### src/hw/spi_flash_pkg.sv
package spi_flash_pkg;

    typedef logic [23:0] flash_addr_t;  // flash byte address
    typedef logic [31:0] flash_word_t;  // four bytes, first byte in 31..24
    typedef logic [4:0]  wb_addr_t;     // wishbone byte offset

    // flash opcodes
    localparam logic [7:0] OP_READ  = 8'h03;
    localparam logic [7:0] OP_QREAD = 8'h6B;  // fast read, quad output
    localparam logic [7:0] OP_WREN  = 8'h06;
    localparam logic [7:0] OP_PP    = 8'h02;
    localparam logic [7:0] OP_RDSR  = 8'h05;

    // host command codes, bits 1..0 of the control register
    localparam logic [1:0] CMD_READ    = 2'd0;
    localparam logic [1:0] CMD_QREAD   = 2'd1;
    localparam logic [1:0] CMD_PROGRAM = 2'd2;
    localparam logic [1:0] CMD_STATUS  = 2'd3;

    // register map
    localparam wb_addr_t REG_CTRL   = 5'h00;
    localparam wb_addr_t REG_ADDR   = 5'h04;
    localparam wb_addr_t REG_WDATA  = 5'h08;
    localparam wb_addr_t REG_RDATA  = 5'h0C;
    localparam wb_addr_t REG_STATUS = 5'h10;

    // one state per frame type
    typedef enum logic [2:0] {
        IDLE,
        WREN,
        PROGRAM,
        POLL,
        READ,
        QREAD,
        STATUS,
        DONE
    } seq_state_t;

    localparam int QUAD_DUMMY_BYTES = 1;  // eight dummy clocks for 6Bh

endpackage

### src/hw/spi_shifter.sv
`timescale 1ns/1ps

module spi_shifter import spi_flash_pkg::*; (
    input  logic        clk,
    input  logic        reset,
    input  logic        phase_start,
    input  logic        phase_rx,
    input  logic        phase_quad,
    input  logic [2:0]  phase_bytes,
    input  flash_word_t phase_tx,
    output logic        phase_done,
    output flash_word_t phase_rx_word,
    output logic        sck,
    output logic [3:0]  dq_out,
    output logic [3:0]  dq_oe,
    input  logic [3:0]  dq_in
);

    flash_word_t tx_sr;      // left-aligned, msb goes out first
    flash_word_t rx_sr;      // fills from the lsb end
    logic [5:0]  unit_cnt;   // bits (single) or nibbles (quad) still to move
    logic        active;
    logic        rx_mode;
    logic        quad_mode;
    logic        sck_q;
    logic        drive;

    assign sck           = sck_q;
    assign phase_rx_word = rx_sr;
    assign drive         = active && !rx_mode;

    // last unit ends on the falling half, rx word already complete
    assign phase_done = active && sck_q && (unit_cnt == 6'd1);

    assign dq_oe = drive ? (quad_mode ? 4'b1111 : 4'b0001) : 4'b0000;

    always_comb begin
        dq_out = 4'b0000;
        if (drive) begin
            if (quad_mode) begin
                dq_out = tx_sr[31:28];         // high nibble first
            end else begin
                dq_out = {3'b000, tx_sr[31]};  // single mode sends on dq0
            end
        end
    end

    always_ff @(posedge clk) begin
        if (reset) begin
            active    <= 1'b0;
            sck_q     <= 1'b0;
            unit_cnt  <= 6'd0;
            rx_mode   <= 1'b0;
            quad_mode <= 1'b0;
        end else if (!active) begin
            if (phase_start) begin
                active    <= 1'b1;
                rx_mode   <= phase_rx;
                quad_mode <= phase_quad;
                if (phase_quad) begin
                    unit_cnt <= {2'b00, phase_bytes, 1'b0};  // two nibbles per byte
                end else begin
                    unit_cnt <= {phase_bytes, 3'b000};       // eight bits per byte
                end
            end
        end else if (!sck_q) begin
            sck_q <= 1'b1;  // rising edge, flash samples here
        end else begin
            sck_q    <= 1'b0;
            unit_cnt <= unit_cnt - 6'd1;
            if (unit_cnt == 6'd1) begin
                active <= 1'b0;
            end
        end
    end

    always_ff @(posedge clk) begin
        if (!active) begin
            if (phase_start) begin
                tx_sr <= phase_tx;
                rx_sr <= '0;
            end
        end else if (!sck_q) begin
            // sample on the cycle that raises sck
            if (rx_mode) begin
                if (quad_mode) begin
                    rx_sr <= {rx_sr[27:0], dq_in};
                end else begin
                    rx_sr <= {rx_sr[30:0], dq_in[1]};  // flash answers on dq1
                end
            end
        end else begin
            // advance while sck drops, data settles during the low half
            if (quad_mode) begin
                tx_sr <= {tx_sr[27:0], 4'h0};
            end else begin
                tx_sr <= {tx_sr[30:0], 1'b0};
            end
        end
    end

endmodule

### src/hw/flash_sequencer.sv
`timescale 1ns/1ps

module flash_sequencer import spi_flash_pkg::*; #(
    parameter int POLL_LIMIT = 64
) (
    input  logic        clk,
    input  logic        reset,
    input  logic        cmd_start,
    input  logic [1:0]  cmd_code,
    input  flash_addr_t cmd_addr,
    input  flash_word_t cmd_wdata,
    input  logic        phase_done,
    input  flash_word_t phase_rx_word,
    output logic        phase_start,
    output logic        phase_rx,
    output logic        phase_quad,
    output logic [2:0]  phase_bytes,
    output flash_word_t phase_tx,
    output logic        cs_n,
    output logic        busy,
    output logic        cmd_done,
    output flash_word_t rdata,
    output logic        rdata_valid,
    output logic [7:0]  flash_status,
    output logic        error
);

    localparam int PW = $clog2(POLL_LIMIT + 1);

    seq_state_t    state;
    logic [1:0]    phase_idx;
    logic          in_phase;
    logic          gap;         // keeps cs_n high between frames
    logic [PW-1:0] poll_cnt;
    flash_addr_t   addr_q;
    flash_word_t   wdata_q;
    logic          last_phase;
    logic          frame_end;

    assign frame_end = in_phase && phase_done && last_phase;

    // phase table, indexed by frame and phase number
    always_comb begin
        phase_rx    = 1'b0;
        phase_quad  = 1'b0;
        phase_bytes = 3'd1;
        phase_tx    = {OP_RDSR, 24'h000000};
        last_phase  = 1'b0;
        case (state)
            WREN: begin
                phase_tx   = {OP_WREN, 24'h000000};
                last_phase = 1'b1;
            end
            PROGRAM: begin
                case (phase_idx)
                    2'd0: phase_tx = {OP_PP, 24'h000000};
                    2'd1: begin
                        phase_tx    = {addr_q, 8'h00};
                        phase_bytes = 3'd3;
                    end
                    default: begin
                        phase_tx    = wdata_q;
                        phase_bytes = 3'd4;
                        last_phase  = 1'b1;
                    end
                endcase
            end
            READ, QREAD: begin
                case (phase_idx)
                    2'd0: phase_tx = {(state == QREAD) ? OP_QREAD : OP_READ, 24'h000000};
                    2'd1: begin
                        phase_tx    = {addr_q, 8'h00};
                        phase_bytes = 3'd3;
                    end
                    2'd2: begin
                        phase_rx = 1'b1;
                        if (state == QREAD) begin
                            phase_bytes = 3'(QUAD_DUMMY_BYTES);  // dummy clocks, data dropped
                        end else begin
                            phase_bytes = 3'd4;
                            last_phase  = 1'b1;
                        end
                    end
                    default: begin
                        phase_rx    = 1'b1;
                        phase_quad  = 1'b1;
                        phase_bytes = 3'd4;
                        last_phase  = 1'b1;
                    end
                endcase
            end
            POLL, STATUS: begin
                if (phase_idx != 2'd0) begin
                    phase_rx   = 1'b1;
                    last_phase = 1'b1;
                end
            end
            default: ;
        endcase
    end

    always_ff @(posedge clk) begin
        if (reset) begin
            state        <= IDLE;
            phase_idx    <= 2'd0;
            in_phase     <= 1'b0;
            gap          <= 1'b0;
            poll_cnt     <= '0;
            phase_start  <= 1'b0;
            cs_n         <= 1'b1;
            busy         <= 1'b0;
            cmd_done     <= 1'b0;
            rdata_valid  <= 1'b0;
            flash_status <= 8'h00;
            error        <= 1'b0;
        end else begin
            phase_start <= 1'b0;
            cmd_done    <= 1'b0;
            rdata_valid <= 1'b0;
            case (state)
                IDLE: begin
                    if (cmd_start) begin
                        busy      <= 1'b1;
                        error     <= 1'b0;
                        poll_cnt  <= '0;
                        phase_idx <= 2'd0;
                        gap       <= 1'b0;
                        case (cmd_code)
                            CMD_READ:    state <= READ;
                            CMD_QREAD:   state <= QREAD;
                            CMD_PROGRAM: state <= WREN;  // write enable comes first
                            CMD_STATUS:  state <= STATUS;
                        endcase
                    end
                end
                DONE: begin
                    busy     <= 1'b0;
                    cmd_done <= 1'b1;
                    state    <= IDLE;
                end
                default: begin
                    if (gap) begin
                        gap <= 1'b0;
                    end else if (!in_phase) begin
                        phase_start <= 1'b1;
                        in_phase    <= 1'b1;
                        cs_n        <= 1'b0;
                    end else if (phase_done) begin
                        in_phase <= 1'b0;
                        if (!last_phase) begin
                            phase_idx <= phase_idx + 2'd1;
                        end else begin
                            cs_n      <= 1'b1;
                            gap       <= 1'b1;
                            phase_idx <= 2'd0;
                            case (state)
                                WREN:    state <= PROGRAM;
                                PROGRAM: state <= POLL;
                                POLL: begin
                                    flash_status <= phase_rx_word[7:0];
                                    if (!phase_rx_word[0]) begin
                                        state <= DONE;  // write-in-progress cleared
                                    end else if (poll_cnt == PW'(POLL_LIMIT - 1)) begin
                                        error <= 1'b1;
                                        state <= DONE;
                                    end else begin
                                        poll_cnt <= poll_cnt + 1'b1;
                                    end
                                end
                                STATUS: begin
                                    flash_status <= phase_rx_word[7:0];
                                    state        <= DONE;
                                end
                                default: begin
                                    rdata_valid <= 1'b1;  // read or quad read
                                    state       <= DONE;
                                end
                            endcase
                        end
                    end
                end
            endcase
        end
    end

    // command operands and read result
    always_ff @(posedge clk) begin
        if (state == IDLE && cmd_start) begin
            addr_q  <= cmd_addr;
            wdata_q <= cmd_wdata;
        end
        if (frame_end && (state == READ || state == QREAD)) begin
            rdata <= phase_rx_word;
        end
    end

endmodule

### src/hw/wb_flash_regs.sv
`timescale 1ns/1ps

module wb_flash_regs import spi_flash_pkg::*; (
    input  logic        clk,
    input  logic        reset,
    input  logic        wb_cyc,
    input  logic        wb_stb,
    input  logic        wb_we,
    input  wb_addr_t    wb_adr,
    input  flash_word_t wb_dat_w,
    output flash_word_t wb_dat_r,
    output logic        wb_ack,
    input  logic        busy,
    input  logic        error,
    input  flash_word_t rdata,
    input  logic        rdata_valid,
    input  logic [7:0]  flash_status,
    output logic        cmd_start,
    output logic [1:0]  cmd_code,
    output flash_addr_t cmd_addr,
    output flash_word_t cmd_wdata
);

    flash_word_t rdata_q;
    flash_word_t status_word;
    logic        req;

    // no new request in the ack cycle, so ack never lasts two cycles
    assign req         = wb_cyc && wb_stb && !wb_ack;
    assign status_word = {16'h0000, flash_status, 6'b000000, error, busy};

    always_ff @(posedge clk) begin
        if (reset) begin
            wb_ack    <= 1'b0;
            cmd_start <= 1'b0;
            cmd_code  <= CMD_READ;
        end else begin
            wb_ack    <= req;
            cmd_start <= 1'b0;
            if (req && wb_we && wb_adr == REG_CTRL && !busy) begin
                cmd_code  <= wb_dat_w[1:0];
                cmd_start <= 1'b1;  // writes while busy are acked and dropped
            end
        end
    end

    always_ff @(posedge clk) begin
        if (rdata_valid) begin
            rdata_q <= rdata;
        end
        if (req && wb_we) begin
            case (wb_adr)
                REG_ADDR:  cmd_addr  <= wb_dat_w[23:0];
                REG_WDATA: cmd_wdata <= wb_dat_w;
                default: ;
            endcase
        end
        if (req && !wb_we) begin
            case (wb_adr)
                REG_CTRL:   wb_dat_r <= {30'd0, cmd_code};
                REG_ADDR:   wb_dat_r <= {8'h00, cmd_addr};
                REG_WDATA:  wb_dat_r <= cmd_wdata;
                REG_RDATA:  wb_dat_r <= rdata_q;
                REG_STATUS: wb_dat_r <= status_word;
                default:    wb_dat_r <= '0;
            endcase
        end
    end

endmodule

### src/hw/spi_flash_top.sv
`timescale 1ns/1ps

module spi_flash_top import spi_flash_pkg::*; #(
    parameter int POLL_LIMIT = 64
) (
    input  logic        clk,
    input  logic        reset,
    input  logic        wb_cyc,
    input  logic        wb_stb,
    input  logic        wb_we,
    input  wb_addr_t    wb_adr,
    input  flash_word_t wb_dat_w,
    output flash_word_t wb_dat_r,
    output logic        wb_ack,
    output logic        cs_n,
    output logic        sck,
    output logic [3:0]  dq_out,
    output logic [3:0]  dq_oe,
    input  logic [3:0]  dq_in
);

    logic        cmd_start;
    logic [1:0]  cmd_code;
    flash_addr_t cmd_addr;
    flash_word_t cmd_wdata;
    logic        busy;
    logic        error;
    flash_word_t rdata;
    logic        rdata_valid;
    logic [7:0]  flash_status;
    logic        phase_start;
    logic        phase_rx;
    logic        phase_quad;
    logic [2:0]  phase_bytes;
    flash_word_t phase_tx;
    logic        phase_done;
    flash_word_t phase_rx_word;

    wb_flash_regs u_regs (
        .clk          (clk),
        .reset        (reset),
        .wb_cyc       (wb_cyc),
        .wb_stb       (wb_stb),
        .wb_we        (wb_we),
        .wb_adr       (wb_adr),
        .wb_dat_w     (wb_dat_w),
        .wb_dat_r     (wb_dat_r),
        .wb_ack       (wb_ack),
        .busy         (busy),
        .error        (error),
        .rdata        (rdata),
        .rdata_valid  (rdata_valid),
        .flash_status (flash_status),
        .cmd_start    (cmd_start),
        .cmd_code     (cmd_code),
        .cmd_addr     (cmd_addr),
        .cmd_wdata    (cmd_wdata)
    );

    flash_sequencer #(
        .POLL_LIMIT (POLL_LIMIT)
    ) u_sequencer (
        .clk           (clk),
        .reset         (reset),
        .cmd_start     (cmd_start),
        .cmd_code      (cmd_code),
        .cmd_addr      (cmd_addr),
        .cmd_wdata     (cmd_wdata),
        .phase_done    (phase_done),
        .phase_rx_word (phase_rx_word),
        .phase_start   (phase_start),
        .phase_rx      (phase_rx),
        .phase_quad    (phase_quad),
        .phase_bytes   (phase_bytes),
        .phase_tx      (phase_tx),
        .cs_n          (cs_n),
        .busy          (busy),
        .cmd_done      (),             // host sees the end through busy
        .rdata         (rdata),
        .rdata_valid   (rdata_valid),
        .flash_status  (flash_status),
        .error         (error)
    );

    spi_shifter u_shifter (
        .clk           (clk),
        .reset         (reset),
        .phase_start   (phase_start),
        .phase_rx      (phase_rx),
        .phase_quad    (phase_quad),
        .phase_bytes   (phase_bytes),
        .phase_tx      (phase_tx),
        .phase_done    (phase_done),
        .phase_rx_word (phase_rx_word),
        .sck           (sck),
        .dq_out        (dq_out),
        .dq_oe         (dq_oe),
        .dq_in         (dq_in)
    );

endmodule

### config.mk
export PLATFORM = sky130hd
export DESIGN_NAME = spi_flash_top
export DESIGN_NICKNAME = d
export VERILOG_FILES = /design/src/hw/spi_flash_pkg.sv /design/src/hw/spi_shifter.sv /design/src/hw/flash_sequencer.sv /design/src/hw/wb_flash_regs.sv /design/src/hw/spi_flash_top.sv
export SDC_FILE = /design/constraint.sdc
export NUM_CORES = 1
export LEC_CHECK = 0
export ABC_AREA = 1
export BUFFER_PORTS_ARGS = -buffer_cell sky130_fd_sc_hd__buf_2
export CAP_MARGIN = 10
export CORE_ASPECT_RATIO = 0.7
export CORE_UTILIZATION = 55
export DETAILED_ROUTE_END_ITERATION = 7
export PLACE_DENSITY = 0.74
export SYNTH_ARGS = -nofsm -noshare
export SYNTH_HDL_FRONTEND = slang
export SYNTH_SLANG_ARGS = --single-unit
export TNS_END_PERCENT = 1
### constraint.sdc
create_clock -name clk -period 7.52 [get_ports clk]
set_input_delay 1.128 -clock clk [delete_from_list [all_inputs] [get_ports clk]]
set_output_delay 1.128 -clock clk [all_outputs]
set_load 0.02 [all_outputs]
==> key figures <==
Placement
  • Placed insts: 1417
  • Final HPWL DP: approximately 19000 µm
  • Placer congestion estimate: between 0.8 and 0.9
  • Port bufs: 88
  • Pre-CTS setup slack: slightly above 4 ns
  • Placed Area: roughly 0.013 mm²

Timing
  • Final max-slew violation count: 0
  • Fin crit share: 54.3%
  • Clk_skew: 0.0110 ns
  • RSZ-0062 raised after global routing: no
  • Measured slew at the worst slew-check pin: about 1.2 ns
  • FMAX: around 0.25 GHz
  • Worst setup margin: approximately 3.4 ns
  • Final setup viols: 0
  • Relative slew slack: roughly 18%
  • Final number of hold-violating endpoints: 0
  • Min Clock Period, post-route: 4.08 ns
  • Setup TNS: 0 ns

Drt
  • Post-Route WL: between 20000 and 30000 µm
  • Starting DRT DRC Count: 1120
  • Vias: around 8400
  • TritonRoute pass-1 iters: 5
  • Wirelength per Cell: just under 20 µm
  • Drt drc: 0
  • Routed Antenna Nets: 0
  • DR vias/cell: ~5.7

Setup path
  • Critical Path Fanout Max: between 60 and 70
  • R2R depth: 5
  • Startpoint Class: register
  • Required @ worst endpoint: 6.39 ns
  • Crit path launch: u_shifter.quad_mode
  • CP Capture Point: dq_out[0]
  • Arrival time at the worst endpoint: around 3 ns
  • Worst Setup End Kind: output pin
  • Reg2reg end: u_shifter.phase_rx_word[20]
  • Worst r2r src: u_shifter.active
  • R2R setup slack: approximately 4.7 ns
  • Critical path class: reg -> out

Flow run
  • Max cap viols: 0

Floorplan
  • Num rows: 45
  • # IOs: 89
  • Die area: around 0.024 mm²
  • Die W: 183 µm
  • Placeable Area: approximately 0.022 mm²
  • Starting density of the core: a little under three fifths
  • Die H: 129 µm

Finish
  • Non-filler cells, final: about 1500
  • Ant. Diodes: 0
  • P&R area growth vs syn: 13.1%
  • Layout cells sized above 1: 14.6%
  • Fin area: about 0.014 mm²
  • Total Nets Final: around 1200

Hold path
  • Hold crit path type: reg -> reg

GRT
  • M3 GR Usage: between 4 and 5%
  • Gr ovfl total: 0
  • Largest net degree at the start of global routing: 67
  • Most Used Layer, Global Route: met1
  • Gr usage total: between 20 and 25%
  • GR Util met1: between 40% and 50%
  • Vias in the first global route: 7637
  • Initial antenna violation count: 0
  • Met2 Usage GRT: around a third
  • First-pass GRT wire length: 44300 µm

Synth
  • Mapped Area: about 0.013 mm²
  • Yosys top cell area share: between 60 and 70%
  • Cells after Synth: 1062
  • FF+latch count, synth: ~310
  • Synthesized Nets: between 1000 and 1500
  • Top post-synthesis cells by area: edfxtp_1, dfxtp_1, nand2_1
  • Dominant cell type by area after synthesis: edfxtp_1
  • Unique masters post-synth: between 40 and 50
  • Main synth FF type: edfxtp_1
  • Syn avg cell area: 11.9 µm²
  • Synth top cells by count: edfxtp_1, nand2_1, nor2_1
  • Seq/Total Area, Yosys: 71.4%
  • Most common cell in the synthesized netlist: edfxtp_1
  • Post-synth EDFFs: around 270
  • Warnings, synthesis: 0
  • Ys async rst share: 0%

Clock network
  • Clk sinks: 313
  • Clock Tree Buf Depth: 3
  • Post-CTS Resized: 0
  • H-tree depth: 1
  • CTS Buf Count: 30
  • Worst-path clk slew: roughly 0.060 ns
  • Post-CTS Setup Repair Bufs: 0
  • Worst skew pair latency: between 0.5 and 0.6 ns
  • CTS tree: built
  • Hold-fix buffers at CTS: 0
  • CTS Root Cell: clkbuf_16

Power
  • Power density cells: around 320 mW/mm²
  • Leak Pwr: 5.28 nW
  • IR drop worst, VDD: between 200 and 250 µV

Status
  • Status: finished clean
worst max-delay path, cell delays in order (launching register included):
cell and delay, ns:
dfxtp_2 1.03, inv_2 0.74, o21ai_0 0.37, a21oi_1 0.06, buf_2 0.21
where the power goes:
| part | internal (mW) | total (mW) | switching [mW] |
|---|---|---|---|
| Sequential | 2.14 | 2.31 | 0.176 |
| Clock | 0.826 | 1.45 | 0.628 |
| Combinational | 0.210 | 0.772 | 0.563 |
| Total | 3.17 | 4.54 | 1.37 |
layer usage:
layer / part of all wire, % / up-vias
li1: - / 3927
met1: 46 / 4061
met2: 43 / 408
met3: 10 / 41
met4: 1.7 / 0
met5: 0 / -
flip-flops by register name (all words and copies together) (netlist names), 24 cells and up:
signal / flops
u_regs.wb_dat_r: 32
u_sequencer.rdata: 32
u_regs.rdata_q: 32
u_regs.cmd_addr: 24
u_shifter.tx_sr: 32
u_sequencer.addr_q: 24
u_shifter.phase_rx_word: 32
u_regs.cmd_wdata: 32
u_sequencer.wdata_q: 32
layout by cell type, fill, tap and decap left out, types with 3 or more instances in the layout:
master     Yosys  final
nor3_1         8      7
nor2_2         1      3
dfxtp_1       41     40
nor2_1       133    129
edfxtp_1     272    272
nand2_1      203    203
nand4_1       22     22
a31oi_1        5      5
nand3_1       64     64
clkbuf_16      0     30
a22o_1        26     26
o21ai_0       91     91
buf_4          7      9
buf_2          3     88
inv_1         63     63
clkinv_2       1      7
ha_1           9      9
nand4_4        3      3
clkinv_1       2      5
clkbuf_1      30      7
nor2_4         4      6
a21oi_1       38     38
through the flow:
stage	power (mW)	util, %	hold slack [ns]
after detailed placement	3.10	60.2	0.405
after CTS	4.55	64.5	0.418
final	4.54	64.5	0.415
after global routing	4.74	64.5	0.421
after floorplan	2.87	-	0.400
after global placement	3.08	60.2	0.401
logic make-up after synthesis:
kind of cell             after synthesis  share of synthesized area [%]
buffers and inverters                116                           3.85
AO/OA/AOI/OAI                        178                           8.38
flip-flops                           313                           71.4
AND/OR/NAND/NOR                      446                           15.5
adder cells (fa/ha/maj)                9                          0.894
final cells by class:
cell class                      count  area (µm²)
Sequential cell                   313        8990
Fill cell                        1644        7830
Multi-Input combinational cell    633        3140
Clock buffer                       39         805
Timing Repair Buffer               97         508
Tap cell                          305         382
Inverter                           69         263
Clock inverter                     16         155
worst min-delay path by stage:
stage                                     start                  to  slack (ns)  depth (start not counted)
final                      u_sequencer.rdata[3]   u_regs.rdata_q[3]        0.41                          0
after CTS                 u_sequencer.rdata[22]  u_regs.rdata_q[22]        0.42                          0
after floorplan            u_sequencer.rdata[0]   u_regs.rdata_q[0]        0.40                          0
after global placement    u_sequencer.rdata[31]  u_regs.rdata_q[31]        0.40                          0
after global routing       u_sequencer.rdata[0]   u_regs.rdata_q[0]        0.42                          0
after detailed placement  u_sequencer.rdata[23]  u_regs.rdata_q[23]        0.40                          0
(Power assumes the default switching activity.)
